`config.mk`:
```
export PLATFORM = sky130hd
export DESIGN_NAME = pid_filter
export DESIGN_NICKNAME = d
export VERILOG_FILES = /design/src/hw/pid_pkg.sv /design/src/hw/chan_state_ram.sv /design/src/hw/pid_filter.sv
export VERILOG_INCLUDE_DIRS = /design/src /design/src/include
export SDC_FILE = /design/constraint.sdc
export NUM_CORES = 2
export LEC_CHECK = 0
export CAP_MARGIN = 20
export CORE_MARGIN = 2
export CORE_UTILIZATION = 30
export DETAILED_ROUTE_END_ITERATION = 8
export DONT_BUFFER_PORTS = 1
export MAX_ROUTING_LAYER = met4
export PLACE_DENSITY_LB_ADDON = 0.2
export SETUP_SLACK_MARGIN = 0.3
export SYNTH_ARGS = -nofsm -noshare
export SYNTH_HDL_FRONTEND = slang
export SYNTH_SLANG_ARGS = --single-unit
```
`constraint.sdc`:
```
create_clock -name sys_clk_in -period 20.2 [get_ports sys_clk_in]
set_clock_uncertainty 0.05 [all_clocks]
set_input_delay 4.04 -clock sys_clk_in [delete_from_list [all_inputs] [get_ports sys_clk_in]]
set_output_delay 4.04 -clock sys_clk_in [all_outputs]
set_load 0.01 [all_outputs]
```
`src/include/pid_macros.svh`:
```
`ifndef PID_MACROS_SVH
`define PID_MACROS_SVH

// Channel count and channel index width
`define PID_N_CHAN        8
`define PID_W_CHAN        3

// Signed sample and setpoint width
`define PID_W_DATA_IN     18

// Signed coefficient width
`define PID_W_COEF        16
// Fraction bits of P, I and D
`define PID_COEF_FRAC     8

// Signed result width after saturation
`define PID_W_DATA_OUT    32

// Configuration data bus width
`define PID_W_WR_DATA     32

// Output FIFO entries, also the source credit count after reset
`define PID_FIFO_DEPTH    8
// Sink credits held after reset
`define PID_SINK_CREDITS  4

`endif

```
`src/hw/pid_pkg.sv`:
```
`include "pid_macros.svh"

package pid_pkg;

    // Scalar types
    typedef logic signed [`PID_W_DATA_IN-1:0]  sample_t;
    typedef logic        [`PID_W_CHAN-1:0]     chan_t;
    typedef logic signed [`PID_W_COEF-1:0]     coef_t;
    typedef logic signed [`PID_W_DATA_OUT-1:0] out_t;
    // One bit wider than a sample, so setpoint minus sample never wraps
    typedef logic signed [`PID_W_DATA_IN:0]    err_t;

    // Per-channel configuration entry
    typedef struct packed {
        sample_t setpoint;
        coef_t   p_coef;
        coef_t   i_coef;
        coef_t   d_coef;
        logic    lock_en;
    } coef_entry_t;

    // Error history, err0 is e[n-1] and err1 is e[n-2]
    typedef struct packed {
        err_t err1;
        err_t err0;
    } hist_entry_t;

    // Configuration register addresses
    typedef enum logic [2:0] {
        reg_setpoint = 3'd0,
        reg_p_coef   = 3'd1,
        reg_i_coef   = 3'd2,
        reg_d_coef   = 3'd3,
        reg_lock_en  = 3'd4
    } pid_reg_t;

endpackage

```
`src/hw/chan_state_ram.sv`:
```
`timescale 1ns/1ns
`include "pid_macros.svh"

module chan_state_ram #(
    parameter type entry_t = logic
) (
    input  logic           sys_clk_in,
    input  logic           rst_in,
    input  pid_pkg::chan_t rd_chan,
    input  logic           wr_en,
    input  pid_pkg::chan_t wr_chan,
    input  entry_t         wr_data,
    output entry_t         rd_data
);

    // One entry per channel
    entry_t mem [`PID_N_CHAN];

    // Asynchronous read
    assign rd_data = mem[rd_chan];

    // Write on the clock edge
    // Reset zeroes every channel
    always_ff @(posedge sys_clk_in) begin
        if (rst_in) begin
            for (int n = 0; n < `PID_N_CHAN; n++) begin
                mem[n] <= '0;
            end
        end else if (wr_en) begin
            mem[wr_chan] <= wr_data;
        end
    end

endmodule

```
`src/hw/pid_filter.sv`:
```
`timescale 1ns/1ns
`include "pid_macros.svh"

module pid_filter (
    input  logic                 sys_clk_in,
    input  logic                 rst_in,
    input  logic                 in_valid,
    input  pid_pkg::chan_t       in_chan,
    input  pid_pkg::sample_t     in_data,
    input  pid_pkg::coef_entry_t coef,
    output pid_pkg::chan_t       coef_chan,
    output logic                 res_valid,
    output pid_pkg::chan_t       res_chan,
    output pid_pkg::out_t        res_data
);
    import pid_pkg::*;

    // --------------------------------------------------
    // Widths
    // k2 = -p - 2d needs two extra bits
    localparam int W_K    = `PID_W_COEF + 2;
    localparam int W_PROD = W_K + $bits(err_t);
    // Sum of three products
    localparam int W_SUM  = W_PROD + 2;
    localparam int W_ACC  = ((W_SUM > `PID_W_DATA_OUT) ? W_SUM : `PID_W_DATA_OUT) + 1;

    localparam out_t MAX_OUT = {1'b0, {(`PID_W_DATA_OUT-1){1'b1}}};
    localparam out_t MIN_OUT = {1'b1, {(`PID_W_DATA_OUT-1){1'b0}}};

    // --------------------------------------------------
    // Pipeline registers
    logic valid_p1, valid_p2, valid_p3, valid_p4, valid_p5, valid_p6;
    chan_t chan_p1, chan_p2, chan_p3, chan_p4, chan_p5, chan_p6;
    logic lock_p2, lock_p3, lock_p4, lock_p5;

    sample_t                   data_p1;
    coef_entry_t               coef_p1;
    err_t                      error_p2;
    logic signed [W_K-1:0]     k1_p2, k2_p2, k3_p2;
    hist_entry_t               hist_p2;
    logic signed [W_PROD-1:0]  prod0_p3, prod1_p3, prod2_p3;
    logic signed [W_SUM-1:0]   sum_p4;
    out_t                      prev_p4;
    logic signed [W_ACC-1:0]   data_p5;
    out_t                      data_p6;

    // Stage logic
    err_t        error_c;
    hist_entry_t hist_rd, hist_fwd, hist_wr;
    out_t        prev_rd, prev_fwd, prev_sel, out_wr;

    // Coefficients come back combinationally for stage 1
    assign coef_chan = in_chan;

    // Stage 2 error, zero with lock off
    always_comb begin
        error_c = coef_p1.setpoint - data_p1;
        if (!coef_p1.lock_en) begin
            error_c = '0;
        end
    end

    // History write data from stage 3
    always_comb begin
        hist_wr = '0;
        if (lock_p2) begin
            hist_wr.err0 = error_p2;
            hist_wr.err1 = hist_p2.err0;
        end
    end

    // Same channel one ahead, history not yet in the RAM
    assign hist_fwd = (valid_p2 && chan_p2 == chan_p1) ? hist_wr : hist_rd;

    // Stage 6 saturation, lock off gives 0
    always_comb begin
        if (!lock_p5) begin
            out_wr = '0;
        end else if (data_p5 > MAX_OUT) begin
            out_wr = MAX_OUT;
        end else if (data_p5 < MIN_OUT) begin
            out_wr = MIN_OUT;
        end else begin
            out_wr = data_p5[`PID_W_DATA_OUT-1:0];
        end
    end

    // Stage 4 read, two ahead still in stage 5
    assign prev_fwd = (valid_p5 && chan_p5 == chan_p3) ? out_wr : prev_rd;
    // Stage 5 use, one ahead just saturating
    assign prev_sel = (valid_p5 && chan_p5 == chan_p4) ? out_wr : prev_p4;

    // --------------------------------------------------
    // Valid chain
    always_ff @(posedge sys_clk_in) begin
        if (rst_in) begin
            valid_p1 <= 1'b0;
            valid_p2 <= 1'b0;
            valid_p3 <= 1'b0;
            valid_p4 <= 1'b0;
            valid_p5 <= 1'b0;
            valid_p6 <= 1'b0;
        end else begin
            valid_p1 <= in_valid;
            valid_p2 <= valid_p1;
            valid_p3 <= valid_p2;
            valid_p4 <= valid_p3;
            valid_p5 <= valid_p4;
            valid_p6 <= valid_p5;
        end
    end

    // Datapath
    always_ff @(posedge sys_clk_in) begin
        // Stage 1, sample and coefficients
        chan_p1 <= in_chan;
        data_p1 <= in_data;
        coef_p1 <= coef;
        // Stage 2, error, z-transform gains, history
        chan_p2  <= chan_p1;
        lock_p2  <= coef_p1.lock_en;
        error_p2 <= error_c;
        k1_p2    <= coef_p1.p_coef + coef_p1.i_coef + coef_p1.d_coef;
        k2_p2    <= -coef_p1.p_coef - (coef_p1.d_coef <<< 1);
        k3_p2    <= coef_p1.d_coef;
        hist_p2  <= hist_fwd;
        // Stage 3, products
        chan_p3  <= chan_p2;
        lock_p3  <= lock_p2;
        prod0_p3 <= k1_p2 * error_p2;
        prod1_p3 <= k2_p2 * hist_p2.err0;
        prod2_p3 <= k3_p2 * hist_p2.err1;
        // Stage 4, sum and previous output
        chan_p4 <= chan_p3;
        lock_p4 <= lock_p3;
        sum_p4  <= prod0_p3 + prod1_p3 + prod2_p3;
        prev_p4 <= prev_fwd;
        // Stage 5, scaled increment onto previous output
        chan_p5 <= chan_p4;
        lock_p5 <= lock_p4;
        data_p5 <= prev_sel + (sum_p4 >>> `PID_COEF_FRAC);
        // Stage 6, saturated result
        chan_p6 <= chan_p5;
        data_p6 <= out_wr;
    end

    // Error history, written from stage 3
    chan_state_ram #(
        .entry_t (hist_entry_t)
    ) i_hist_ram (
        .sys_clk_in (sys_clk_in),
        .rst_in     (rst_in),
        .rd_chan    (chan_p1),
        .wr_en      (valid_p2),
        .wr_chan    (chan_p2),
        .wr_data    (hist_wr),
        .rd_data    (hist_rd)
    );

    // Previous output, written from stage 6
    chan_state_ram #(
        .entry_t (out_t)
    ) i_prev_ram (
        .sys_clk_in (sys_clk_in),
        .rst_in     (rst_in),
        .rd_chan    (chan_p3),
        .wr_en      (valid_p5),
        .wr_chan    (chan_p5),
        .wr_data    (out_wr),
        .rd_data    (prev_rd)
    );

    assign res_valid = valid_p6;
    assign res_chan  = chan_p6;
    assign res_data  = data_p6;

endmodule

```
=== Word-level counts from Yosys, hierarchy flattened ===
Memory sizes are Yosys's and may differ from the RTL's. A register that Yosys moved wholly into a read port is not among the register bits.
Index checks and enable logic that the tools add are counted.

* Register bits: 467
* Latch bits: 0
* Bits in writable memories: 560
* ROM bits: 0
* Input bits: 91
* Output and inout bits: 39
* Memories kept: 2

{| class="wikitable"
|+ Memory list
! name !! depth !! width !! read ports !! clocked after memory_dff !! wr ports !! line !! text
|-
| i_hist_ram.mem || 8 || 38 || 1 || 1 || 8 || chan_state_ram.sv:17 || <nowiki>entry_t mem [`PID_N_CHAN];</nowiki>
|-
| i_prev_ram.mem || 8 || 32 || 1 || 1 || 8 || chan_state_ram.sv:17 ||
|}

* Add/sub/neg operators: 8
* $mul: 3
* Divide/modulo/power cells: 0
* Order comparisons: 2
* Equality and inequality tests: 3
* Shift operators: 0
* Muxes and demuxes: 21
* Bitwise logic cells: 0
* Reductions and logical operators: 5

{| class="wikitable"
|+ Operators with widths
! kind !! count
|-
| $mux 32 || 6
|-
| $mux 38 || 3
|-
| $mul 18x19->37 || 2
|-
| $add 38x35->39 || 1
|-
| $add 37x37->38 || 1
|-
| $reduce_or 38->1 || 1
|-
| $mul 16x19->35 || 1
|-
| $add 32x31->33 || 1
|-
| $gt 33x32->1 const B || 1
|-
| $lt 33x32->1 const B || 1
|-
| $reduce_or 32->1 || 1
|-
| $sub 18x18->19 || 1
|-
| $add 17x16->18 || 1
|-
| $neg 16->18 || 1
|-
| $sub 18x17->18 || 1
|-
| $add 16x16->17 || 1
|-
| $mux 1 || 10
|-
| $eq 3x3->1 || 3
|-
| $mux 3 || 2
|-
| $logic_and 1x1->1 || 3
|}

=== Logic depth before layout (Yosys ltp) ===
* Depth after elaboration: 6
* Depth in mapped cells: 27

=== Cells and area by module ===
From an unflattened synthesis, not the netlist that was laid out.

* Cell total of the unflattened synthesis: 7256
* Area, all modules: 79114.6 µm²

{| class="wikitable"
|+ Modules (own cells, without submodules)
! module !! times used !! cells an instance !! area each (µm²) !! sequential area each (µm²)
|-
| pid_filter || 1 || 5663 || 54060.6 || 9188.8
|-
| chan_state_ram (i_hist_ram) || 1 || 864 || 13411.6 || 9128.8
|-
| chan_state_ram (i_prev_ram) || 1 || 729 || 11642.4 || 7687.4
|}

=== Worst setup path before layout ===
OpenSTA, ideal clock, no wires.

* Kind: input -> output
* Start point: input port in_chan[0]
* End point: output port coef_chan[0]
* Arrival: 4.159 ns
* Slack: 11.951 ns
* Stages on the path: 1
* Buffers on the path: 1
* Path through: buf_4

{| class="wikitable"
|+ RTL lines
! element !! line !! text
|-
| from (decl) || pid_filter.sv:8 || <nowiki>input pid_pkg::chan_t in_chan,</nowiki>
|-
| to (decl) || pid_filter.sv:11 || <nowiki>output pid_pkg::chan_t coef_chan,</nowiki>
|}

No word-level cell between the ends.

=== Worst setup path after layout ===
* Start point: input port in_chan[2]
* End point: output port coef_chan[2]

No word-level cell between the ends.

==> run metrics <==
clock slew at reported path FFs=about 60 ps; number of enable flip-flop cells after synthesis=560; post-route cell area=85300 um^2; core footprint=257000 um^2; row count=between 150 and 200; Residual DRC=0; Synth warnings=0; Overflow after GRT=0; RD Place Congestion=about 0.85; Post-Syn Area=just under 80000 um^2; CTS root buf=clkbuf_16; post-route ant nets=0; hold crit path type=reg2reg; Iter 0 DRT Violations=3095; antenna violations before repair=11; top cell type's share of synthesized area=0.272; Fin. Hold Viols=0; CTS Sinks=1019; Synth Register Bits=1019; share of cells above drive strength 1=0.0784; ys async rst share=0; most frequent cell after synthesis=inv_1; GR Util All Layers=0.174; highest clock rate=123 MHz; Place WS=12070 ps; Rel. slew slack=0.229; Via density=4.67; maximum number of pins on one net before global-route repair=77; CP Capture Type=primary output; RSZ-0062 raised after global routing=false; Post-Syn Nets=8767; register area share after synthesis=0.336; Fill cells=between 20k and 30k; drt first pass iters=5; # Post-CTS Setup Buffers=0; HPWL Detailed=~160 mm; CTS Buffer Depth=3; Routed WL per cell=~21 um; slew at the pin closest to its max-slew limit=1150 ps; TritonCTS clock tree=yes; Syn-to-layout area delta=10.3%; Crit path required time=16110 ps; via count=49.4k; first-pass GRT wire length=336 mm; Max Cap Viol=0; critical path type=in2out; fin crit period=slightly above 8000 ps; CTS Hold Bufs=0; Layout Cells excl Fill=10.6k; synthesized area per cell=10.7 um^2; Port-buffer cells=0; Worst Path Arrival=4040 ps; Post-Route WL=222 mm; Primary FF master, synth=edfxtp_1; Pins Over Slew Limit=0; clock latency on the worst-skew pair=790 ps; overall die height=512 um; Num CTS Buffers=118; CP Launch Type=input port; width of the die=512 um; initial core utilization=0.301; Die ar.=262000 um^2; unique cell type count in the Yosys netlist=72; CTS H-tree lvls=3; Worst Slack Setup Final=12070 ps; num ports=130; final worst-path cycle share=0.402; status=finished, final reports clean; Setup TNS=0 ps; Setup Viol. Count Final=0; synth top area cells=fa_1 27%, edfxtp_1 22%, dfxtp_1 12%, ha_1 6.7%, inv_1 6.2%; post-synthesis cell count=just over 7k; number of global-route vias before repair=52.8k; cell taking the most area after synthesis=fa_1; synth cell count leaders=1268 x inv_1, 1050 x fa_1, 705 x nor2_1; Worst Path Max Fanout=2; dpl cells=between 10k and 15k; post-cts repair resize count=0; dpl cell area=81200 um^2; nets@finish=between 8k and 9k
## layout by cell type, fill, tap and decap left out, types with 29 or more instances in the layout
| master | n |
|---|---|
| buf_4 | 94 |
| nand3_1 | 39 |
| clkbuf_16 | 120 |
| a21oi_1 | 142 |
| o21ai_0 | 199 |
| and2_1 | 495 |
| nor2b_1 | 46 |
| dfxtp_1 | 452 |
| nor2_1 | 704 |
| nand2_1 | 680 |
| xor2_1 | 40 |
| mux4_2 | 140 |
| fa_1 | 1050 |
| nor3_1 | 29 |
| mux2_2 | 70 |
| xnor2_1 | 165 |
| edfxtp_1 | 560 |
| a21o_1 | 63 |
| ha_1 | 413 |
| inv_1 | 1268 |
## logic make-up after synthesis
| logic type | after synthesis | synth area share |
|---|---|---|
| simple gates | 2119 | 0.126 |
| fa+ha+maj | 1463 | 0.338 |
| compound gates | 585 | 0.0471 |
| flops | 1019 | 0.336 |
| xor+xnor | 205 | 0.0232 |
| buf+inv | 1610 | 0.0783 |
| mux | 212 | 0.0512 |
## per-layer routing
metal | share of wire | GRT usage | up-vias
li1 | - | - | 22400
met1 | 0.46 | 0.236 | 25600
met2 | 0.47 | 0.278 | 1130
met3 | 0.042 | 0.0201 | 285
met4 | 0.028 | 0.0451 | 0
met5 | 0 | - | -
## area by class of cell
class                      instances  area (um^2)  share of cell area
sequential                      1019        26000               0.305
timing repair buffer             107          838             0.00982
inverter                        1269         4760              0.0558
tap                             3384         4230              0.0496
clock buffer                     159         3320              0.0389
clock inverter                    66          761             0.00891
antenna                            4         10.0            0.000117
multi-input combinational       4584        45400               0.532
## worst paths after layout
kind	slack, ps	start	endpoint	cells past startpoint
hold reg to reg	310	chan_p4[1]$_DFF_P_	chan_p5[1]$_DFF_P_	0
setup / recovery	12070	in_chan[2]	coef_chan[2]	0
setup reg to reg	12570	error_p2[18]$_SDFF_PN0_	prod0_p3[35]$_DFF_P_	23
hold / removal	310	chan_p4[1]$_DFF_P_	chan_p5[1]$_DFF_P_	0
## flip-flops by register name, indices dropped and copies added (netlist names), 16 cells and up
| signal | flops |
|---|---|
| prod0_p3 | 37 |
| coef_p1 | 67 |
| sum_p4 | 31 |
| k2_p2 | 18 |
| prev_p4 | 32 |
| data_p1 | 18 |
| k1_p2 | 18 |
| hist_p2 | 38 |
| res_data | 32 |
| prod1_p3 | 37 |
| data_p5 | 33 |
| prod2_p3 | 35 |
| i_hist_ram.mem | 304 |
| error_p2 | 19 |
| k3_p2 | 16 |
| i_prev_ram.mem | 256 |
## stage by stage
stage               hold WS, ps  utilization
finish                      313        0.332
detailed placement          306        0.316
floorplan                   260            -
CTS                         314        0.332
global placement            304        0.316
global route                315        0.332
Power is left out: the tool's default activity adds up to more than one toggle a clock period on the data nets, which glitch-free logic cannot reach.
