==> config.mk <==
export PLATFORM = sky130hd
export DESIGN_NAME = pid_config_regs
export DESIGN_NICKNAME = d
export VERILOG_FILES = /design/src/hw/pid_pkg.sv /design/src/hw/chan_state_ram.sv /design/src/hw/pid_config_regs.sv
export VERILOG_INCLUDE_DIRS = /design/src /design/src/include
export SDC_FILE = /design/constraint.sdc
export NUM_CORES = 1
export LEC_CHECK = 0
export ABC_CLOCK_PERIOD_IN_PS = 10650
export CAP_MARGIN = 20
export CORE_ASPECT_RATIO = 0.75
export CORE_UTILIZATION = 37
export DETAILED_ROUTE_END_ITERATION = 12
export DONT_BUFFER_PORTS = 1
export GPL_TIMING_DRIVEN = 1
export PLACE_DENSITY = 0.59
export SLEW_MARGIN = 20
export SYNTH_ARGS = -nofsm -noshare
export SYNTH_HDL_FRONTEND = slang
export SYNTH_SLANG_ARGS = --single-unit
==> constraint.sdc <==
create_clock -name sys_clk_in -period 10.65 [get_ports sys_clk_in]
set_input_delay 1.5975 -clock sys_clk_in [delete_from_list [all_inputs] [get_ports sys_clk_in]]
set_output_delay 1.5975 -clock sys_clk_in [all_outputs]
set_load 0.1 [all_outputs]
==> src/include/pid_macros.svh <==
`ifndef PID_MACROS_SVH
`define PID_MACROS_SVH

// Channel count and channel index width
`define PID_N_CHAN        8
`define PID_W_CHAN        3

// Signed sample and setpoint width
`define PID_W_DATA_IN     18

// Signed coefficient width
`define PID_W_COEF        16
// Fraction bits of P, I and D
`define PID_COEF_FRAC     8

// Signed result width after saturation
`define PID_W_DATA_OUT    32

// Configuration data bus width
`define PID_W_WR_DATA     32

// Output FIFO entries, also the source credit count after reset
`define PID_FIFO_DEPTH    8
// Sink credits held after reset
`define PID_SINK_CREDITS  4

`endif

==> src/hw/pid_pkg.sv <==
`include "pid_macros.svh"

package pid_pkg;

    // Scalar types
    typedef logic signed [`PID_W_DATA_IN-1:0]  sample_t;
    typedef logic        [`PID_W_CHAN-1:0]     chan_t;
    typedef logic signed [`PID_W_COEF-1:0]     coef_t;
    typedef logic signed [`PID_W_DATA_OUT-1:0] out_t;
    // One bit wider than a sample, so setpoint minus sample never wraps
    typedef logic signed [`PID_W_DATA_IN:0]    err_t;

    // Per-channel configuration entry
    typedef struct packed {
        sample_t setpoint;
        coef_t   p_coef;
        coef_t   i_coef;
        coef_t   d_coef;
        logic    lock_en;
    } coef_entry_t;

    // Error history, err0 is e[n-1] and err1 is e[n-2]
    typedef struct packed {
        err_t err1;
        err_t err0;
    } hist_entry_t;

    // Configuration register addresses
    typedef enum logic [2:0] {
        reg_setpoint = 3'd0,
        reg_p_coef   = 3'd1,
        reg_i_coef   = 3'd2,
        reg_d_coef   = 3'd3,
        reg_lock_en  = 3'd4
    } pid_reg_t;

endpackage

==> src/hw/chan_state_ram.sv <==
`timescale 1ns/1ns
`include "pid_macros.svh"

module chan_state_ram #(
    parameter type entry_t = logic
) (
    input  logic           sys_clk_in,
    input  logic           rst_in,
    input  pid_pkg::chan_t rd_chan,
    input  logic           wr_en,
    input  pid_pkg::chan_t wr_chan,
    input  entry_t         wr_data,
    output entry_t         rd_data
);

    // One entry per channel
    entry_t mem [`PID_N_CHAN];

    // Asynchronous read
    assign rd_data = mem[rd_chan];

    // Write on the clock edge
    // Reset zeroes every channel
    always_ff @(posedge sys_clk_in) begin
        if (rst_in) begin
            for (int n = 0; n < `PID_N_CHAN; n++) begin
                mem[n] <= '0;
            end
        end else if (wr_en) begin
            mem[wr_chan] <= wr_data;
        end
    end

endmodule

==> src/hw/pid_config_regs.sv <==
`timescale 1ns/1ns
`include "pid_macros.svh"

module pid_config_regs (
    input  logic                     sys_clk_in,
    input  logic                     rst_in,
    input  logic                     wr_en,
    input  pid_pkg::pid_reg_t        wr_addr,
    input  pid_pkg::chan_t           wr_chan,
    input  logic [`PID_W_WR_DATA-1:0] wr_data,
    input  pid_pkg::chan_t           rd_chan,
    output pid_pkg::coef_entry_t     coef
);
    import pid_pkg::*;

    coef_entry_t cur_entry;
    coef_entry_t new_entry;
    logic        addr_hit;
    logic        ram_we;

    // Merge the written field into the current entry
    always_comb begin
        new_entry = cur_entry;
        addr_hit  = 1'b1;
        case (wr_addr)
            reg_setpoint: new_entry.setpoint = wr_data[`PID_W_DATA_IN-1:0];
            reg_p_coef:   new_entry.p_coef   = wr_data[`PID_W_COEF-1:0];
            reg_i_coef:   new_entry.i_coef   = wr_data[`PID_W_COEF-1:0];
            reg_d_coef:   new_entry.d_coef   = wr_data[`PID_W_COEF-1:0];
            reg_lock_en:  new_entry.lock_en  = wr_data[0];
            // Unknown address, drop the write
            default:      addr_hit = 1'b0;
        endcase
    end

    assign ram_we = wr_en && addr_hit;

    // Filter-side copy, read by the stage-1 channel
    chan_state_ram #(
        .entry_t (coef_entry_t)
    ) i_coef_ram (
        .sys_clk_in (sys_clk_in),
        .rst_in     (rst_in),
        .rd_chan    (rd_chan),
        .wr_en      (ram_we),
        .wr_chan    (wr_chan),
        .wr_data    (new_entry),
        .rd_data    (coef)
    );

    // Shadow copy, read by the write channel for the merge
    // Keeps the filter read port free during writes
    chan_state_ram #(
        .entry_t (coef_entry_t)
    ) i_shadow_ram (
        .sys_clk_in (sys_clk_in),
        .rst_in     (rst_in),
        .rd_chan    (wr_chan),
        .wr_en      (ram_we),
        .wr_chan    (wr_chan),
        .wr_data    (new_entry),
        .rd_data    (cur_entry)
    );

endmodule

## After elaboration in Yosys (flattened, before gate mapping)

Memory sizes are Yosys's and may differ from the RTL's.
Cells that the tools add are included.

- Eq/ne operators: 4
- Muxes and demuxes: 17
- Reduce and logical (&&, ||, !) cells: 5

Operator list:

| cell | count |
|---|---|
| $mux W67 | 2 |
| $reduce_or A67 Y1 | 2 |
| $mux W16 | 3 |
| $mux W18 | 1 |
| $mux W1 | 9 |
| $eq A3 B2 Y1 const B | 2 |
| $mux W3 | 2 |
| $reduce_or A5 Y1 | 1 |
| $eq A3 B1 Y1 const B | 1 |
| $eq A3 B3 Y1 const B | 1 |
| $logic_not A3 Y1 | 1 |
| $logic_and A1 B1 Y1 | 1 |

- Bits in registers: 0
- Bits in writable memories: 1072
- Bits of input ports: 44
- Output and inout bits: 67
- Logic and storage cells: 28
- Memories: 2

Memory list:

| name | depth | width | rd ports | clocked after memory_dff | write ports | RTL line | source |
|---|---|---|---|---|---|---|---|
| i_coef_ram.mem | 8 | 67 | 1 | 0 | 8 | chan_state_ram.sv:17 | `` entry_t mem [`PID_N_CHAN]; `` |
| i_shadow_ram.mem | 8 | 67 | 1 | 0 | 8 | chan_state_ram.sv:17 |  |

## Depth between registers and ports, before layout

Gate-level depths: netlist of the first run.

- Depth after elaboration: 9
- Depth in mapped cells: 8

## Modules after synthesis

A second synthesis of the first run with hierarchy kept.

- Cells, all modules: 3100
- Area, all modules: 49027.0 um^2

By module, submodules not included:

| module | times used | cells each | area an instance (um^2) | sequential area each (um^2) |
|---|---|---|---|---|
| chan_state_ram (i_shadow_ram) | 1 | 1510 | 24048.1 | 16095.4 |
| chan_state_ram (i_coef_ram) | 1 | 1510 | 24021.8 | 16095.4 |
| pid_config_regs | 1 | 80 | 957.2 | 0.0 |

## Worst setup path before layout of the first run

OpenSTA, ideal clock, no wires.

- Kind: input -> output
- From: input port rd_chan[0]
- To: output port coef[10] in the netlist's numbering
- Data arrival time: 3.143 ns
- Data required time: 9.053 ns
- Slack: 5.909 ns
- Stages on the path: 5
- Path buffers: 3
- Cells stage by stage: clkbuf_1 -> buf_6 -> buf_6 -> mux4_2 -> mux2_2

RTL lines:

| element | RTL line | source |
|---|---|---|
| start: declaration | pid_config_regs.sv:11 | `input pid_pkg::chan_t rd_chan,` |
| end: declaration | pid_config_regs.sv:12 | `output pid_pkg::coef_entry_t coef` |

==> results of run 1 <==
through the flow:
| step | cell area [um^2] | util [%] | hold slack [ps] |
|---|---|---|---|
| 6_report | 30700 | 40.7 | 961 |
| 3_3_place_gp | 29000 | 38.5 | 927 |
| 2_1_floorplan | 28300 | - | 889 |
| 3_5_place_dp | 29000 | 38.5 | 950 |
| 5_1_grt | 30700 | 40.7 | 1000 |
| 4_1_cts | 30600 | 40.6 | 964 |
layer usage:
metal  routed length (um)  GRT usage (%)  vias up
met2                41700           36.0      992
met5                   36              0        -
met1                35300           30.5     9377
met3                 9440           5.12      145
li1                     -              -     7679
met4                 2040           6.75        6
state kept, by name, indices dropped and copies added, names as in the netlist:
signal / count
i_coef_ram.mem: 67
i_shadow_ram.mem: 469
worst reg2reg max path: stages (launching register included):
cell and delay [ps]:
sky130_fd_sc_hd__edfxtp_1 400, sky130_fd_sc_hd__mux2i_1 160, sky130_fd_sc_hd__o22ai_1 120, sky130_fd_sc_hd__nor3_2 540, sky130_fd_sc_hd__nor3_1 100
cells by family after synthesis:
family	synth area share, %
simple gates	10.7
flops	56.8
mux	22.8
compound gates	6.45
buf+inv	3.22
placed cells by master, fill, tap and decap left out, drive strengths merged:
cell and instances:
nor2b 2, diode 16, o22ai 134, or3b 1, and4b 1, inv 1
nor3 189, buf 24, mux4 134, nand3 2, mux2 67, or2b 2
clkinvlp 4, and4bb 1, clkbuf 70, or3 1, edfxtp 536, nand2b 54
nand2 9, nor2 392, o21ai 1, clkinv 23, nand3b 1, bufinv 1
nor3b 3, or2 1, and3b 1, mux2i 268, o31ai 46
worst min-delay path by stage:
stage	endpoint	slack [ps]
floorplan	i_coef_ram.mem[7][44]	890
global placement	i_shadow_ram.mem[2][3]	930
detailed placement	i_shadow_ram.mem[6][39]	950
CTS	i_shadow_ram.mem[6][39]	960
global route	i_shadow_ram.mem[6][11]	1000
finish	i_shadow_ram.mem[1][2]	960
power breakdown:
group / switching [mW] / leakage [nW] / total, mW / internal, mW
clock: 0.824 / 0.777 / 1.79 / 0.969
combinational: 0.502 / 4.20 / 0.712 / 0.209
sequential: 0.0425 / 5.54 / 2.45 / 2.41
cell type report:
class	count	area (um^2)	share of cell area [%]
Multi-Input combinational cell	1310	11500	37.4
Sequential cell	536	16100	52.4
Clock buffer	70	1430	4.67
Tap cell	1023	1280	4.17
Timing Repair Buffer	24	180	0.587
Clock inverter	29	173	0.563
Antenna cell	16	40.0	0.130
==> out/qor.txt, run 1 <==
outcome -> completed
RR Startpoint -> i_shadow_ram.mem[0][32]
final setup skew -> 11.4 ps
via count -> 18,199
count of buffers from port buffering -> 0
total core area -> 75,400 um^2
RSZ-0062 raised after global routing -> false
Max transition margin -> 22.9%
Post-Syn Area -> 28,300 um^2
CTS tree -> built
drt drc -> 0
power density of the placed cells -> 162 nW/um^2
total global-route track usage -> 22.5%
Leakage Power -> 10.5 nW
worst-margin pin slew -> 1160 ps
site row count -> 87
data arrival at the endpoint of the critical path -> 2850 ps
critical-path cell list -> mux4_2, mux2_2
MaxCap Viol Count -> 0
synthesis-to-layout area growth -> 8.33%
biggest cell delay along the critical path -> 560 ps
horizontal extent of the die -> 322 um
EDFF count, synth -> 536
wire length of the first global-routing pass -> 128,000 um
Crit Path Category -> in -> out
synthesis warning total -> 0
crit path buf inv count -> 0
category of the worst setup path launch point -> input port
# nets final -> 1,969
number of nets still failing antenna checks after routing -> 0
class of the most critical hold timing path -> reg -> reg
aggregate negative setup slack -> 0 ps
maximum vdd drop -> 0.110 mV
number of buffers inserted for hold repair after clock tree synthesis -> 0
top achievable clock speed -> 225 MHz
clock buffers created by TritonCTS -> 53
WL/cell -> 29.5 um
final period utilization -> 41.7%
number of different library cells in the post-synthesis netlist -> 32
library cell occupying the most area in the post-synthesis netlist -> sky130_fd_sc_hd__edfxtp_1
post-layout instance count excluding filler cells -> 3,008
kind of cell with the highest combined delay on the critical path -> multiplexers
logic depth of the worst setup path including buffers -> 2
Async SR Flop Fraction -> 0%
Initial Util -> 37.6%
clock root buffer -> sky130_fd_sc_hd__clkbuf_16
number of vias per cell after detailed routing -> 6.05
worst reg-to-reg setup slack -> 9030 ps
Mapped Nets -> 2,058
Post-CTS Setup Repair Bufs -> 0
number of H-tree levels -> 2
number of instances in the synthesized netlist -> 2,014
placed wire-length estimate -> 43,900 um
Worst Slack Setup Final -> 6210 ps
Max Root-Sink Buffers -> 3
Worst-path clk slew -> 60 ps
#FFs+latches synth -> 536
launch point of the worst path -> rd_chan[0]
post-cts gate resize count -> 0
overflow left after global routing -> 0
end point of the critical path -> coef[0]
maximum fanout along the worst path -> 134
top area cells in the synthesized netlist -> sky130_fd_sc_hd__edfxtp_1 (57%), sky130_fd_sc_hd__mux4_2 (11%), sky130_fd_sc_hd__mux2i_1 (9.5%)
total power after layout -> 4.96 mW
number of placed instances, taps included -> 2,893
worst hold path stage count -> 4
endpoint type of the worst setup path -> output port
largest net degree at the start of global routing -> 271
overall die area -> 77,700 um^2
Filler Cells Inserted -> 6,890
Max stage delay cell, worst path -> sky130_fd_sc_hd__mux4_2
launch point of the worst hold path -> i_shadow_ram.mem[4][2]
clk_lat worst skew -> 590 ps
DP Worst Slack -> 6130 ps
Pre-antenna DRT Iters -> 6
critical register-to-register path endpoint -> i_shadow_ram.mem[1][32]
setup-violating endpoint count in the final report -> 0
Iter 0 DRT Violations -> 2,347
per-instance average area after synthesis -> 14.1 um^2
post-layout min period -> 4440 ps
layout cells sized above 1 -> 19.9%
Die Span Y -> 242 um
# IOs -> 111
dominant cell by count in the synthesized netlist -> sky130_fd_sc_hd__edfxtp_1
cell types with the highest counts after synthesis -> sky130_fd_sc_hd__edfxtp_1 (536), sky130_fd_sc_hd__nor2_1 (392), sky130_fd_sc_hd__mux2i_1 (268)
via count of the first global-routing pass -> 18,616
weighted congestion reported at the end of routability-driven placement -> 0.778
proportion of synthesized chip area in sequential cells -> 56.8%
DRT Wirelength -> 88,600 um
primary flip-flop cell chosen by synthesis mapping -> sky130_fd_sc_hd__edfxtp_1
depth of the worst register-to-register path -> 4
share of Yosys cell area claimed by the top area cell type -> 56.8%
Final Slew Violations -> 0
required time reported for the critical path endpoint -> 9050 ps
number of antenna violations at the first check in global routing -> 14
final-report hold violation count -> 0
number of sinks driven by the clock tree -> 536
Note: power is estimated with default switching activity, not from simulation.
==> run 2, diff against run 1 <==
--- a/config.mk
+++ b/config.mk
@@ -6,14 +6,14 @@
 export SDC_FILE = /design/constraint.sdc
 export NUM_CORES = 1
 export LEC_CHECK = 0
-export ABC_CLOCK_PERIOD_IN_PS = 10650
+export ABC_CLOCK_PERIOD_IN_PS = 3800
 export CAP_MARGIN = 20
 export CORE_ASPECT_RATIO = 0.75
 export CORE_UTILIZATION = 37
 export DETAILED_ROUTE_END_ITERATION = 12
 export DONT_BUFFER_PORTS = 1
 export GPL_TIMING_DRIVEN = 1
-export PLACE_DENSITY = 0.59
+export PLACE_DENSITY = 0.61
 export SLEW_MARGIN = 20
 export SYNTH_ARGS = -nofsm -noshare
 export SYNTH_HDL_FRONTEND = slang
==> constraint.sdc (replaced) <==
create_clock -name sys_clk_in -period 3.8 [get_ports sys_clk_in]
set_input_delay 0.57 -clock sys_clk_in [delete_from_list [all_inputs] [get_ports sys_clk_in]]
set_output_delay 0.57 -clock sys_clk_in [all_outputs]
set_load 0.1 [all_outputs]
==> run 2 against run 1 <==
- first-iteration DRC count decreased by 21%
- die area unchanged
- sequential cell count unchanged
- hold slack got worse by 640 ps
==> out/qor.txt, run 2 (same netlist as run 1, synthesis figures left out) <==
Initial Util -> 37.6% (unchanged)
placed wire-length estimate -> 44,700 um (+1.7%)
worst-margin pin slew -> 933 ps (-223 ps)
Iter 0 DRT Violations -> 1,861 (-21%)
number of nets still failing antenna checks after routing -> 0 (unchanged)
maximum vdd drop -> 0.301 mV (+170%)
number of sinks driven by the clock tree -> 536 (unchanged)
top flop regs -> i_shadow_ram.mem: 469 flops, i_coef_ram.mem: 67 flops
aggregate negative setup slack -> 0 ps (unchanged)
horizontal extent of the die -> 322 um (unchanged)
Leakage Power -> 10.7 nW (+1.4%)
DRT Wirelength -> 85,800 um (-3.1%)
final-report hold violation count -> 0 (unchanged)
overall die area -> 77,700 um^2 (unchanged)
maximum fanout along the worst path -> 2 (-99%)
max FFs per register -> 469 (unchanged)
required time reported for the critical path endpoint -> 3230 ps (-5820 ps)
wire length of the first global-routing pass -> 125,000 um (-2.5%)
post-cts gate resize count -> 0 (unchanged)
internal power component -> 10.1 mW (+180%)
data arrival at the endpoint of the critical path -> 2040 ps (-810 ps)
clk_lat worst skew -> 610 ps (+20 ps)
weighted congestion reported at the end of routability-driven placement -> 0.776 (-0.21%)
number of buffers inserted for hold repair after clock tree synthesis -> 0 (unchanged)
total global-route track usage -> 21.8% (-0.72 points)
most common cell after layout, fill and taps aside -> sky130_fd_sc_hd__edfxtp_1
part of the power in the clock network -> 35.9% (-0.3 points)
crit path buf inv count -> 0 (unchanged)
biggest cell delay along the critical path -> 520 ps (-40 ps)
overflow left after global routing -> 0 (unchanged)
site row count -> 87 (unchanged)
Max stage delay cell, worst path -> sky130_fd_sc_hd__mux2_2
number of vias per cell after detailed routing -> 5.94 (-1.8%)
MaxCap Viol Count -> 0 (unchanged)
Crit Path Category -> reg -> out
via count -> 18,029 (-0.93%)
number of antenna violations at the first check in global routing -> 12 (-2)
Die Span Y -> 242 um (unchanged)
clock buffers created by TritonCTS -> 53 (unchanged)
layout cells sized above 1 -> 20.5% (+0.60 points)
fraction of power consumed by sequential logic -> 49.6% (about the same)
via count of the first global-routing pass -> 18,617 (+0.0054%)
clock root buffer -> sky130_fd_sc_hd__clkbuf_16
switching pwr -> 3.79 mW (+180%)
largest net degree at the start of global routing -> 271 (unchanged)
Final Slew Violations -> 0 (unchanged)
largest register by flop count -> i_shadow_ram.mem
setup-violating endpoint count in the final report -> 0 (unchanged)
drt drc -> 0 (unchanged)
CTS tree -> built
final setup skew -> 22.8 ps (+11.4 ps)
# nets final -> 1,987 (+0.91%)
Filler Cells Inserted -> 6,891 (+0.015%)
endpoint type of the worst setup path -> output port
net switching fraction of the power -> 27.4% (-0.23 points)
worst-case hold slack -> 322 ps (-640 ps)
top achievable clock speed -> 383 MHz
WL/cell -> 28.3 um (-4.0%)
kind of cell with the highest combined delay on the critical path -> multiplexers
commonest non-fill, non-tap cells in the layout -> sky130_fd_sc_hd__edfxtp_1 (536), sky130_fd_sc_hd__nor2_1 (392), sky130_fd_sc_hd__mux2i_1 (268)
Max Root-Sink Buffers -> 3 (unchanged)
critical-path cell list -> mux4_2, mux2_2
Max transition margin -> 37.8% (+15 points)
Worst-path clk slew -> 60 ps (about the same)
class of the most critical hold timing path -> in -> reg
total power after layout -> 13.8 mW (+180%)
power density of the placed cells -> 447 nW/um^2 (+180%)
number of H-tree levels -> 2 (unchanged)
post-layout min period -> 2610 ps
total core area -> 75,400 um^2 (unchanged)
Pre-antenna DRT Iters -> 5 (-1)
post-layout instance count excluding filler cells -> 3,036 (+0.93%)
final period utilization -> 68.6%
outcome -> completed
portion of total power attributed to combinational logic -> 14.6% (+0.2 points)
Post-CTS Setup Repair Bufs -> 0 (unchanged)
synthesis-to-layout area growth -> 9.40%
number of placed instances, taps included -> 2,911 (+0.62%)
# IOs -> 111 (unchanged)
RSZ-0062 raised after global routing -> false
category of the worst setup path launch point -> flip-flop
count of buffers from port buffering -> 0 (unchanged)
[run 2: stage by stage]
step | utilization (%) | setup WS (ps) | area, um^2
after floorplan | - | 369 | 28300
after global placement | 38.9 | 853 | 29300
after detailed placement | 38.9 | 831 | 29300
after CTS | 41.0 | 1180 | 30900
after global routing | 41.0 | 1150 | 31000
final | 41.1 | 1190 | 31000
[run 2: power groups by stage]
stage / registers (mW) / clock network, mW / logic [mW]
3_3_place_gp: 6.97 / 0 / 2.00
2_1_floorplan: 6.97 / 0 / 1.78
5_1_grt: 6.89 / 5.23 / 2.10
4_1_cts: 6.86 / 5.04 / 2.03
3_5_place_dp: 6.99 / 0 / 2.02
6_report: 6.87 / 4.97 / 2.02
[run 2: area by class of cell]
cell class	count	area, um^2	share of cell area (%)
antenna	28	70.1	0.226
clock buffer	64	1410	4.55
clock inverter	33	170	0.549
multi-input combinational	1310	11500	37.1
sequential	536	16100	51.9
tap	1023	1280	4.13
timing repair buffer	42	478	1.54
[run 2: path summary, 6_finish.rpt]
check                          startpoint                      end  slack [ps]  depth (start not counted)
setup reg to reg  i_shadow_ram.mem[1][23]  i_shadow_ram.mem[5][23]        2220                          4
hold reg to reg   i_shadow_ram.mem[4][51]  i_shadow_ram.mem[2][51]         950                          4
setup / recovery     i_coef_ram.mem[7][2]                  coef[2]        1190                          2
hold / removal                 wr_data[9]  i_shadow_ram.mem[1][58]         320                          2
[run 2: metal layers]
metal / vias up / share of wire [%] / GRT usage, %
met4: 4 / 2.4 / 6.65
met1: 9317 / 39 / 27.9
li1: 7741 / - / -
met2: 814 / 49 / 36.2
met3: 153 / 9.4 / 5.59
met5: - / 0.031 / 0
[run 2: worst reg2reg max path, cell delays in order, from the launching register on]
cell	delay, ps
sky130_fd_sc_hd__edfxtp_1	390
sky130_fd_sc_hd__mux2i_1	190
sky130_fd_sc_hd__o22ai_1	140
sky130_fd_sc_hd__nor3_2	470
sky130_fd_sc_hd__nor3_1	110
