File: src/include/pid_macros.svh
`ifndef PID_MACROS_SVH
`define PID_MACROS_SVH

// Channel count and channel index width
`define PID_N_CHAN        8
`define PID_W_CHAN        3

// Signed sample and setpoint width
`define PID_W_DATA_IN     18

// Signed coefficient width
`define PID_W_COEF        16
// Fraction bits of P, I and D
`define PID_COEF_FRAC     8

// Signed result width after saturation
`define PID_W_DATA_OUT    32

// Configuration data bus width
`define PID_W_WR_DATA     32

// Output FIFO entries, also the source credit count after reset
`define PID_FIFO_DEPTH    8
// Sink credits held after reset
`define PID_SINK_CREDITS  4

`endif

File: src/hw/pid_pkg.sv
`include "pid_macros.svh"

package pid_pkg;

    // Scalar types
    typedef logic signed [`PID_W_DATA_IN-1:0]  sample_t;
    typedef logic        [`PID_W_CHAN-1:0]     chan_t;
    typedef logic signed [`PID_W_COEF-1:0]     coef_t;
    typedef logic signed [`PID_W_DATA_OUT-1:0] out_t;
    // One bit wider than a sample, so setpoint minus sample never wraps
    typedef logic signed [`PID_W_DATA_IN:0]    err_t;

    // Per-channel configuration entry
    typedef struct packed {
        sample_t setpoint;
        coef_t   p_coef;
        coef_t   i_coef;
        coef_t   d_coef;
        logic    lock_en;
    } coef_entry_t;

    // Error history, err0 is e[n-1] and err1 is e[n-2]
    typedef struct packed {
        err_t err1;
        err_t err0;
    } hist_entry_t;

    // Configuration register addresses
    typedef enum logic [2:0] {
        reg_setpoint = 3'd0,
        reg_p_coef   = 3'd1,
        reg_i_coef   = 3'd2,
        reg_d_coef   = 3'd3,
        reg_lock_en  = 3'd4
    } pid_reg_t;

endpackage

File: src/hw/pid_out_credit.sv
`timescale 1ns/1ns
`include "pid_macros.svh"

module pid_out_credit (
    input  logic           sys_clk_in,
    input  logic           rst_in,
    input  logic           res_valid,
    input  pid_pkg::chan_t res_chan,
    input  pid_pkg::out_t  res_data,
    input  logic           out_credit,
    output logic           out_valid,
    output pid_pkg::chan_t out_chan,
    output pid_pkg::out_t  out_data,
    output logic           in_credit
);
    import pid_pkg::*;

    localparam int W_PTR  = $clog2(`PID_FIFO_DEPTH);
    localparam int W_CNT  = $clog2(`PID_FIFO_DEPTH + 1);
    localparam int W_CRED = $clog2(`PID_SINK_CREDITS + 1);

    // FIFO storage
    chan_t chan_mem [`PID_FIFO_DEPTH];
    out_t  data_mem [`PID_FIFO_DEPTH];

    logic [W_PTR-1:0]  wr_ptr, rd_ptr;
    logic [W_CNT-1:0]  fifo_cnt;
    logic [W_CRED-1:0] sink_credits;
    logic              pop;

    // Pop when data waits and the sink has room
    assign pop = (fifo_cnt != '0) && (sink_credits != '0);

    // --------------------------------------------------
    // Storage, no overflow check
    // Source credits bound occupancy
    always_ff @(posedge sys_clk_in) begin
        if (res_valid) begin
            chan_mem[wr_ptr] <= res_chan;
            data_mem[wr_ptr] <= res_data;
        end
    end

    // Pointers, occupancy and sink credits
    always_ff @(posedge sys_clk_in) begin
        if (rst_in) begin
            wr_ptr       <= '0;
            rd_ptr       <= '0;
            fifo_cnt     <= '0;
            sink_credits <= W_CRED'(`PID_SINK_CREDITS);
        end else begin
            if (res_valid) begin
                wr_ptr <= (wr_ptr == W_PTR'(`PID_FIFO_DEPTH - 1)) ? '0 : wr_ptr + 1'b1;
            end
            if (pop) begin
                rd_ptr <= (rd_ptr == W_PTR'(`PID_FIFO_DEPTH - 1)) ? '0 : rd_ptr + 1'b1;
            end
            case ({res_valid, pop})
                2'b10:   fifo_cnt <= fifo_cnt + 1'b1;
                2'b01:   fifo_cnt <= fifo_cnt - 1'b1;
                default: fifo_cnt <= fifo_cnt;
            endcase
            // Returned credit and spent credit cancel
            case ({out_credit, pop})
                2'b10:   sink_credits <= sink_credits + 1'b1;
                2'b01:   sink_credits <= sink_credits - 1'b1;
                default: sink_credits <= sink_credits;
            endcase
        end
    end

    // --------------------------------------------------
    // Head of FIFO straight to the sink
    assign out_valid = pop;
    assign out_chan  = chan_mem[rd_ptr];
    assign out_data  = data_mem[rd_ptr];
    // Freed slot goes back to the source
    assign in_credit = pop;

endmodule

File: config.mk
export PLATFORM = sky130hd
export DESIGN_NAME = pid_out_credit
export DESIGN_NICKNAME = d
export VERILOG_FILES = /design/src/hw/pid_pkg.sv /design/src/hw/pid_out_credit.sv
export VERILOG_INCLUDE_DIRS = /design/src /design/src/include
export SDC_FILE = /design/constraint.sdc
export NUM_CORES = 1
export LEC_CHECK = 0
export BUFFER_PORTS_ARGS = -buffer_cell sky130_fd_sc_hd__buf_2
export CORE_MARGIN = 5
export CORE_UTILIZATION = 25
export CTS_CLUSTER_SIZE = 40
export DETAILED_ROUTE_END_ITERATION = 6
export GPL_TIMING_DRIVEN = 0
export SETUP_SLACK_MARGIN = 0.15
export SLEW_MARGIN = 20
export SYNTH_ARGS = -nofsm -noshare
export SYNTH_HDL_FRONTEND = slang
export SYNTH_SLANG_ARGS = --single-unit
File: constraint.sdc
create_clock -name sys_clk_in -period 3.6 [get_ports sys_clk_in]
set_input_delay 0.54 -clock sys_clk_in [delete_from_list [all_inputs] [get_ports sys_clk_in]]
set_output_delay 0.54 -clock sys_clk_in [all_outputs]
set_load 0.005 [all_outputs]
Word level (Yosys, flattened, before mapping)
Memories as Yosys holds them, arrays and structs flattened. A register that Yosys moved wholly into a read port is not among the register bits.
Index checks and enable logic that the tools add are counted.
Operators by class
  reductions and logical operators: 5
  multiplexer cells: 10
  add/sub/neg operators: 6
  shift operators: 0
  divide/modulo/power cells: 0
  bitwise logic cells: 0
  equality and inequality tests: 6
  $lt $le $gt $ge: 0
  $mul: 0
Operator list (count)
  $mux W3: 6
  $add A3 B1 Y3 const B: 3
  $pmux W4 S2: 1
  $eq A3 B3 Y1 const B: 2
  $pmux W3 S2: 1
  $add A4 B1 Y4 const B: 1
  $eq A2 B1 Y1 const B: 2
  $eq A2 B2 Y1 const B: 2
  $reduce_bool A2 Y1: 2
  $reduce_bool A4 Y1: 1
  $sub A4 B1 Y4 const B: 1
  $reduce_bool A3 Y1: 1
  $sub A3 B1 Y3 const B: 1
  $mux W1: 2
  $logic_and A1 B1 Y1: 1
Storage, ports and cells
  output and inout bits: 37
  register bits after elaboration: 13
  logic and storage cells: 33
  bits of input ports: 39
  memories: 2
  latch bits: 0
  memory bits (writable): 280
  memory bits (read-only): 0
Memory list
  data_mem: words 8, bits a word 32, read ports 1, clocked after Yosys merged registers in 1, wr ports 1, line pid_out_credit.sv:24  | out_t data_mem [`PID_FIFO_DEPTH];
  chan_mem: words 8, bits a word 3, read ports 1, clocked after Yosys merged registers in 1, wr ports 1, line pid_out_credit.sv:23  | chan_t chan_mem [`PID_FIFO_DEPTH];

Logic depth before layout (Yosys ltp)
Gate-level depths: netlist of the first run.
  depth in word-level cells: 4
  mapped depth: 9
  mapped depth without buffers: 9

Worst setup path after synthesis of the first run
OpenSTA, ideal clock, no wires.
  path kind: input to register
  start: in res_valid
  end: mem chan_mem[0][0] (netlist bit), enable pin
  cell stages on the path: 2
  setup slack: 0.089 ns
  data arrival time: 3.041 ns
  required time: 3.129 ns
  path buffers: 0
  cell sequence: nand2b_1 > nor3_1
Between the ends
  cells in the longest elaborated chain, start to end: 2
Ends and longest elaborated chain
  start: declaration: line pid_out_credit.sv:7  | input logic res_valid,
  $mux W1: line pid_out_credit.sv:38  | if (res_valid) begin
  $mux W1 (not written as such): line pid_out_credit.sv:39  | chan_mem[wr_ptr] <= res_chan;
  end: declaration: line pid_out_credit.sv:23
No other way between the ends.

==> impl_metrics.toml, run 1 <==
[status]
outcome = "finished, final reports clean"

[critical_path]
critical_path_required_ns = 3.06
crit-reg2reg-capture = "sink_credits[2]"
crit_type = "reg2out"
rr_worst_depth = 8
startpoint_type = "flip-flop"
rrSetupSlack_ns = 0.93
critPathMaxFanout = 10
endpoint_kind = "output port"
rr_startpoint = "fifo_cnt[1]"
crit_arrival_ns = 2.79

[layout]
syn2layout_area_growth_pct = 20.4
final_common_cell = "edfxtp_1"
drive_gt1_frac = 0.288
layout_common_cells = "edfxtp_1, buf_2, mux4_1, mux2_2, clkbuf_16"
layout.cells.non_filler = 1248
fillCellCount = 4419
fin_nets = 667

[yosys]
syn_avg_cell_area_sq_um = 23.3
synth_edf_count = 280
yosys-top-cells-area = "edfxtp_1, mux4_1, mux2_2"
yosysTopAreaCell = "edfxtp_1"
syn_inst = 498
yosysWarnings = 0
synth_async_sr_flop_share = 0
synth.distinct_cells = 27
synth_top_area_frac = 0.725
syn_nets = 546
ys_seq_area_frac = 0.753
synth_ff_type = "edfxtp_1"
syn_area_sq_um = 11600
ys_ff_latch = 296

[clock_network]
clk_path_buf_depth = 3
cts_tree = "built"
cts_buffers = 31
cts_setup_buffers = 0
clock_latency_ns = 0.56
clkSlewWorstSetupHoldPaths_ns = 0.06
hold_buffers = 0
h-tree-depth = 1
cts_sinks = 296
root_buffer = "clkbuf_16"

[place]
dp.final_hpwl_um = 15600
port_buffers = 75
placed_cells = 1193
place_congestion = 0.629

[timing]
fin_skew_ns = 0.0197
max_slew_margin = 0.474
setup_tns_ns = 0
hold_viol_final = 0
fin_crit_ns = 3.33
fmax_ghz = 0.301
fin_crit_sh = 0.924
tightest_slew_ns = 0.789
maxSlewViolCount = 0
setup_viol = 0
rsz0062_at_grt = "false"

[floorplan]
rows = 79
ioPinCount = 76
die_w_um = 225
dieArea_sq_um = 50800
start_util = 0.251
core_area_sq_um = 46200
die_y_um = 225

[flow_run]
max_cap_violations = 0

[route]
wl_per_cell_um = 19.5
drt-vias-per-instance = 4.19
ant_nets = 0
via_count = 5235
drc = 0
totalWireLength_um = 24300
drt_iter0_markers = 262
drt_pre_antenna_iters = 4

[global_routing]
antenna_found_initial = 4
grt_max_degree = 20
grt_pass1_vias = 5569
grt_overflow = 0
grt_pass1_wl_um = 36300
groute.usage.overall = 0.0945

[power]
power.leakage_nw = 4.57
power_w = 0.00895
ir_worst_vdd_v = 0.000276
power.density_nw_per_um2 = 641

[min_path]
min_delay_path_depth = 2
min_path_type = "in2reg"
hold_path_startpoint = "rst_in"
min_to = "fifo_cnt[2]"
## routing by layer
metal	track usage	share of wire	vias up
met4	0.0199	0.020	4
met1	0.130	0.46	2695
met2	0.153	0.48	96
li1	-	-	2395
met3	0.0231	0.044	45
met5	0	0.00066	-
## power by group
group / internal (W) / switching [W] / total (W)
clock: 0.00172 / 0.00122 / 0.00294
sequential: 0.00389 / 0.0000595 / 0.00395
combinational: 0.00107 / 0.000989 / 0.00206
total: 0.00668 / 0.00227 / 0.00895
## synth_stat cells (4+ instances only)
cell / number
xor2_1: 5
a21oi_1: 6
ha_1: 8
nand2b_1: 4
buf_6: 8
edfxtp_1: 280
mux2_2: 36
clkbuf_1: 12
inv_1: 5
mux2i_1: 4
nor3_1: 5
nor2_1: 19
o21ai_0: 5
dfxtp_1: 16
mux4_1: 70
nand2_1: 4
## registers in the layout, indices dropped and copies added (netlist names), named ones only
signal        flops
sink_credits      3
fifo_cnt          4
data_mem        256
wr_ptr            3
chan_mem         24
rd_ptr            3
## critical path, stage by stage (launching register included)
cell	delay, ns
dfxtp_1	0.31
clkbuf_1	0.46
buf_1	0.63
mux4_1	0.40
mux2_2	0.30
buf_2	0.14
## cell families after synthesis
group | synth area share
DFF | 0.753
muxes | 0.197
and+or+nand+nor | 0.0154
buffers and inverters | 0.0142
AOI/OAI and AO/OA | 0.00615
adders and majority gates | 0.0104
xor gates and xnor gates | 0.00378
## worst max-delay path by stage
stage | cells after the start | startpoint | endpoint
4_1_cts | 5 | flip-flop | out_data[10]
2_1_floorplan | 2 | res_valid | chan_mem[7][0]
5_1_grt | 5 | flip-flop | out_data[10]
3_3_place_gp | 3 | res_valid | data_mem[7][18]
3_5_place_dp | 5 | flip-flop | out_data[10]
6_report | 5 | flip-flop | out_data[9]
## stage by stage
step,hold slack (ns),setup slack (ns),area (sq um),util
global placement,0.499,-0.830,12700,0.276
CTS,0.172,0.192,14000,0.302
floorplan,0.468,1.03,11600,-
global route,0.179,0.151,14000,0.302
detailed placement,0.506,0.794,13000,0.282
finish,0.200,0.275,14000,0.302
## cell type report
class,count,area (sq um),share of cell area
Buffer,22,148,0.0106
Timing Repair Buffer,88,598,0.0428
Clock buffer,43,861,0.0617
Antenna cell,2,5.00,0.000358
Tap cell,607,759,0.0544
Multi-Input combinational cell,175,2770,0.198
Inverter,5,18.8,0.00134
Sequential cell,296,8730,0.625
Clock inverter,10,76.3,0.00547
## what timing repair did
action	in CTS	in global routing
gates resized for setup	0	3
endpoints found under the setup margin	0	6
endpoints found under the hold margin	0	0
Note: power is estimated with default switching activity, not from simulation.
==> inputs of run 2 (changes only) <==
ABC_AREA = 1   (was not set)
==> run 2 against run 1 <==
Final cell count grew 31%. Largest power group unchanged. Critical endpoint is now out_data[1]. Clock skew shrank 0.0097 ns. Largest cell class unchanged. Die area grew 1.7%. Via count grew 38%. First-iteration DRC count grew 140%.
==> impl_metrics.toml, run 2 <==
[layout]
finalInstanceArea_sq_um = 14100
largest_register_ffs = 256
fin_nets = 1055
fillCellCount = 4670
multi_input_area_sq_um = 2690
largest-register = "data_mem"
seqCellArea_sq_um = 8730
layout_common_cells = "edfxtp_1, nor2_1, nand2_1, buf_2, o21ai_0"
drive_gt1_frac = 0.174
diodes = 0
final_common_cell = "edfxtp_1"
syn2layout_area_growth_pct = 19.4
top_regs = "data_mem: 256 flops, chan_mem: 24 flops, fifo_cnt: 4 flops"

[timing]
hold_slack_ns = 0.239
fmax_ghz = 0.349
fin_skew_ns = 0.0100
setup_tns_ns = 0
max_slew_margin = 0.511
maxSlewViolCount = 0
fin_crit_ns = 2.87
worst_slack_ns = 0.735
fin_crit_sh = 0.796
tightest_slew_ns = 0.732
setup_viol = 0
hold_viol_final = 0
rsz0062_at_grt = "false"

[clock_network]
cts_resized = 0
clock_latency_ns = 0.54
clkSlewWorstSetupHoldPaths_ns = 0.06
cts_setup_buffers = 0
h-tree-depth = 1
cts_buffers = 29
clk_path_buf_depth = 3
cts_tree = "built"
cts_sinks = 296
hold_buffers = 0
root_buffer = "clkbuf_16"

[critical_path]
rrSetupSlack_ns = 1.61
crit_type = "reg2out"
startpoint_type = "flip-flop"
crit-reg2reg-capture = "sink_credits[2]"
critical_path_required_ns = 3.06
crit_arrival_ns = 2.33
critPathMaxFanout = 10
endpoint_kind = "output port"
rr_worst_depth = 11
rr_startpoint = "fifo_cnt[0]"

[global_routing]
grt_pass1_wl_um = 43700
antenna_found_initial = 6
groute.usage.overall = 0.109
grt_pass1_vias = 7212
grt_max_degree = 21
grt_overflow = 0

[yosys]
syn_nets = 941
syn_avg_cell_area_sq_um = 13.2
synth_ff_type = "edfxtp_1"
synth_async_sr_flop_share = 0
yosysWarnings = 0
syn_area_sq_um = 11800
yosys-top-cells-count = "edfxtp_1, nor2_1, nand2_1"
synth_edf_count = 280
ys_ff_latch = 296
yosys-top-cells-area = "edfxtp_1, nor2_1, nand2_1"
synth_top_area_frac = 0.713
yosysTopAreaCell = "edfxtp_1"
synth.distinct_cells = 28
ys_seq_area_frac = 0.740
synth_most_common_cell = "edfxtp_1"
syn_inst = 893

[min_path]
hold_path_startpoint = "rst_in"
min_path_type = "in2reg"
min_delay_path_depth = 2
min_to = "wr_ptr[0]"

[route]
drt_iter0_markers = 621
via_count = 7237
wl_per_cell_um = 17.3
drt_pre_antenna_iters = 5
drc = 0
totalWireLength_um = 28400
drt-vias-per-instance = 4.42
ant_nets = 0

[place]
dp.final_hpwl_um = 19200
port_buffers = 75
placed_cell_area_sq_um = 13200
place_congestion = 0.771
pre_cts_ws_ns = 1.30

[power]
power_w = 0.00952
power.density_nw_per_um2 = 675
power.leakage_nw = 4.91
ir_worst_vdd_v = 0.000316

[floorplan]
dieArea_sq_um = 51600
rows = 79
die_w_um = 227
die_y_um = 227
core_area_sq_um = 46700
ioPinCount = 76
start_util = 0.253

[status]
outcome = "finished, final reports clean"

[flow_run]
max_cap_violations = 0
==> run 2: worst max-delay path by stage <==
| stage | startpoint | slack, ns | cells after the start | to |
|---|---|---|---|---|
| final | flip-flop | 0.73 | 6 | out_data[1] |
| after global routing | flip-flop | 0.59 | 6 | out_data[6] |
| after CTS | flip-flop | 0.76 | 6 | out_data[6] |
| after detailed placement | res_valid | 1.30 | 5 | data_mem[0][12] |
| after global placement | res_valid | -0.68 | 4 | data_mem[0][16] |
| after floorplan | res_valid | 0.79 | 3 | chan_mem[0][0] |
==> run 2: metal layers <==
layer / GRT usage / vias up / part of all wire / wire [um]
met3: 0.0208 / 46 / 0.059 / 1660
met4: 0.0243 / 10 / 0.019 / 530
met1: 0.152 / 3505 / 0.44 / 12600
met5: 0 / - / 0.0017 / 47
li1: - / 3458 / - / -
met2: 0.178 / 218 / 0.48 / 13500
==> run 2: final cells by class <==
cell class                 instances  share of cell area
buffer                            50              0.0264
sequential                       296               0.619
clock inverter                    16             0.00879
multi-input combinational        530               0.191
inverter                          17             0.00471
timing repair buffer              83              0.0423
tap                              607              0.0539
clock buffer                      37              0.0536
==> run 2: power by group <==
group	leakage, nW	switching, W	internal, W
registers	2.68	0.0000558	0.00391
clock network	0.432	0.00120	0.00162
logic	1.80	0.00173	0.00100
==> run 2: kinds of logic (layout without fill, tap and decap cells) <==
| family | count (synthesis) | in the layout | synth area share |
|---|---|---|---|
| xor+xnor | 2 | 2 | 0.00148 |
| buf+inv | 67 | 203 | 0.0371 |
| fa+ha+maj | 9 | 9 | 0.0102 |
| simple gates | 283 | 283 | 0.0924 |
| compound gates | 201 | 201 | 0.0894 |
| flops | 296 | 296 | 0.740 |
| mux | 35 | 35 | 0.0297 |
==> run 2: per-stage QoR <==
stage,utilization,instances
after floorplan,-,893
after global placement,0.277,1575
after detailed placement,0.283,1583
after CTS,0.302,1636
after global routing,0.302,1636
final,0.302,1636
==> run 2: critical path, stage by stage, from the launching register on <==
cell and delay [ns]:
dfxtp_1 0.30, buf_2 0.20, inv_1 0.33, clkbuf_1 0.55, nand2_1 0.12, nand2_1 0.14
buf_2 0.13
==> inputs of run 3 (changes only) <==
clock period = 2.5 ns   (was 3.6 ns; I/O delays follow)
==> run 3 against run 2 <==
Clock skew increased by 0.0026 ns. First-iteration DRC count increased by 0.16%. Clock power increased by 75%. Count of clock-buffer cells in the layout up 6. Register-to-register slack got worse by 1.1 ns. Critical path depth is 2 higher. Worst hold slack got worse by 0.19 ns. Cell area grew 5.6%. Utilization grew 1.7 points. Flip-flop and latch count unchanged. Sequential power is 44% higher.
==> impl_metrics.toml, run 3 (synthesized netlist as in run 2, its figures left out) <==
[status]
outcome = "finished, final reports clean"

[timing]
tightest_slew_ns = 0.716
setup_viol = 0
max_slew_margin = 0.522
fin_crit_sh = 0.942
maxSlewViolCount = 0
fmax_ghz = 0.425
fin_crit_ns = 2.35
hold_viol_final = 0
fin_skew_ns = 0.0126
rsz0062_at_grt = "true"

[layout]
syn2layout_area_growth_pct = 26.2
final_common_cell = "edfxtp_1"
layout.cells.non_filler = 1652
diodes = 0
largest_register_ffs = 256
finalInstanceArea_sq_um = 14900
largest-register = "data_mem"
top_regs = "data_mem: 256 flops, chan_mem: 24 flops, fifo_cnt: 4 flops"
layout_common_cells = "edfxtp_1, nor2_1, nand2_1, buf_2, o21ai_0"
drive_gt1_frac = 0.239
fillCellCount = 4639
fin_nets = 1068

[critical_path]
critPathMaxFanout = 10
rrSetupSlack_ns = 0.50
rr_worst_depth = 11
crit_arrival_ns = 1.98
endpoint_kind = "output port"
critical_path_required_ns = 2.12
crit-reg2reg-capture = "sink_credits[2]"
rr_startpoint = "fifo_cnt[0]"
crit_type = "reg2out"
startpoint_type = "flip-flop"
endpoint = "out_data[27]"

[route]
totalWireLength_um = 29700
wl_met2_um = 14500
drt_pre_antenna_iters = 6
wl_met3_um = 1630
ant_nets = 0
maxUsedRoutingLayer = "met5"
drt-met1-wl_um = 13100
wl_per_cell_um = 18.0
drc = 0
drt-vias-per-instance = 4.48
via_count = 7405
drt_iter0_markers = 622

[clock_network]
clk_path_buf_depth = 3
cts_tree = "built"
clock_latency_ns = 0.55
clkSlewWorstSetupHoldPaths_ns = 0.06
cts_sinks = 296
cts_buffers = 31
h-tree-depth = 1
root_buffer = "clkbuf_16"

[place]
port_buffers = 75
place_congestion = 0.780
dp.final_hpwl_um = 19200
placed_cell_area_sq_um = 13300
placed_cells = 1585

[floorplan]
die_y_um = 227
ioPinCount = 76
dieArea_sq_um = 51600
core_area_sq_um = 46700
die_w_um = 227
start_util = 0.253
rows = 79

[power]
intPower_w = 0.0107
sequentialPowerShare = 0.372
p_sw_w = 0.00466
power.density_nw_per_um2 = 1030
sw_frac_of_total = 0.303
p_clk_frac = 0.321
power.leakage_nw = 5.21
combPwrFrac = 0.308
ir_worst_vdd_v = 0.000540

[global_routing]
groute.usage.overall = 0.110
grt_max_degree = 21
grt_overflow = 0
grt_pass1_wl_um = 44000
antenna_found_initial = 3
grt_pass1_vias = 7185

[min_path]
min_path_type = "in2reg"

[flow_run]
max_cap_violations = 0
run 3: changes by cell type in the layout (fill, tap and decap cells not counted), sizes merged:
cell      before  now
buf          123  132
bufinv         2    6
clkbuf        47   55
clkinv        13    7
clkinvlp       0    2
inv           18   17
run 3: how the worst min path moves through the flow:
stage	slack, ns	startpoint	endpoint	cells after the start
CTS	0.03	rst_in	wr_ptr[0]	2
global placement	0.47	sink_credits[2]	sink_credits[2]	1
floorplan	0.45	sink_credits[2]	sink_credits[2]	1
finish	0.04	rst_in	wr_ptr[0]	2
detailed placement	0.48	sink_credits[2]	sink_credits[2]	1
global route	0.04	rst_in	wr_ptr[0]	2
run 3: layout make-up:
type	count	area, sq um	area share
Timing Repair Buffer	94	880	0.0591
Clock inverter	15	233	0.0156
Multi-Input combinational cell	530	2820	0.190
Clock buffer	43	881	0.0592
Buffer	50	513	0.0345
Tap cell	607	759	0.0510
Inverter	17	70.1	0.00471
Sequential cell	296	8730	0.586
run 3: power by group through the flow:
stage	combinational (W)	sequential (W)	clock [W]
2_1_floorplan	0.00248	0.00580	0
3_3_place_gp	0.00390	0.00582	0
3_5_place_dp	0.00403	0.00581	0
4_1_cts	0.00445	0.00572	0.00501
5_1_grt	0.00519	0.00574	0.00521
6_report	0.00474	0.00572	0.00493
run 3: repair_timing:
| action | 4_1_cts | 5_1_grt |
|---|---|---|
| cloned | 3 | 3 |
| hold buffers | 0 | 0 |
| setup buffers | 2 | 1 |
| endpoints found under the hold margin | 0 | 0 |
| pin swaps | 3 | 19 |
| resized for setup | 53 | 51 |
| endpoints found under the setup margin | 35 | 34 |
run 3: stage by stage:
stage	setup slack, ns	hold slack, ns	utilization	total power (W)	setup TNS [ns]
2_1_floorplan	-0.144	0.447	-	0.00828	-20.15
3_3_place_gp	-1.72	0.470	0.277	0.00972	-258.05
3_5_place_dp	0.383	0.480	0.284	0.00984	0
4_1_cts	0.129	0.0252	0.314	0.0152	0
5_1_grt	0.0666	0.0445	0.319	0.0161	0
6_report	0.146	0.0447	0.319	0.0154	0
run 3: critical path, cell delays in order, from the launching register on:
cell     delay (ns)
dfxtp_2        0.34
buf_12         0.14
buf_12         0.17
buf_12         0.18
mux2i_2        0.23
o22ai_1        0.10
nand2_1        0.08
nand2_1        0.07
buf_2          0.13
run 3: layer usage:
metal / vias to the layer above / track usage
met4: 6 / 0.0204
li1: 3484 / -
met1: 3666 / 0.151
met5: - / 0
met3: 42 / 0.0199
met2: 207 / 0.184
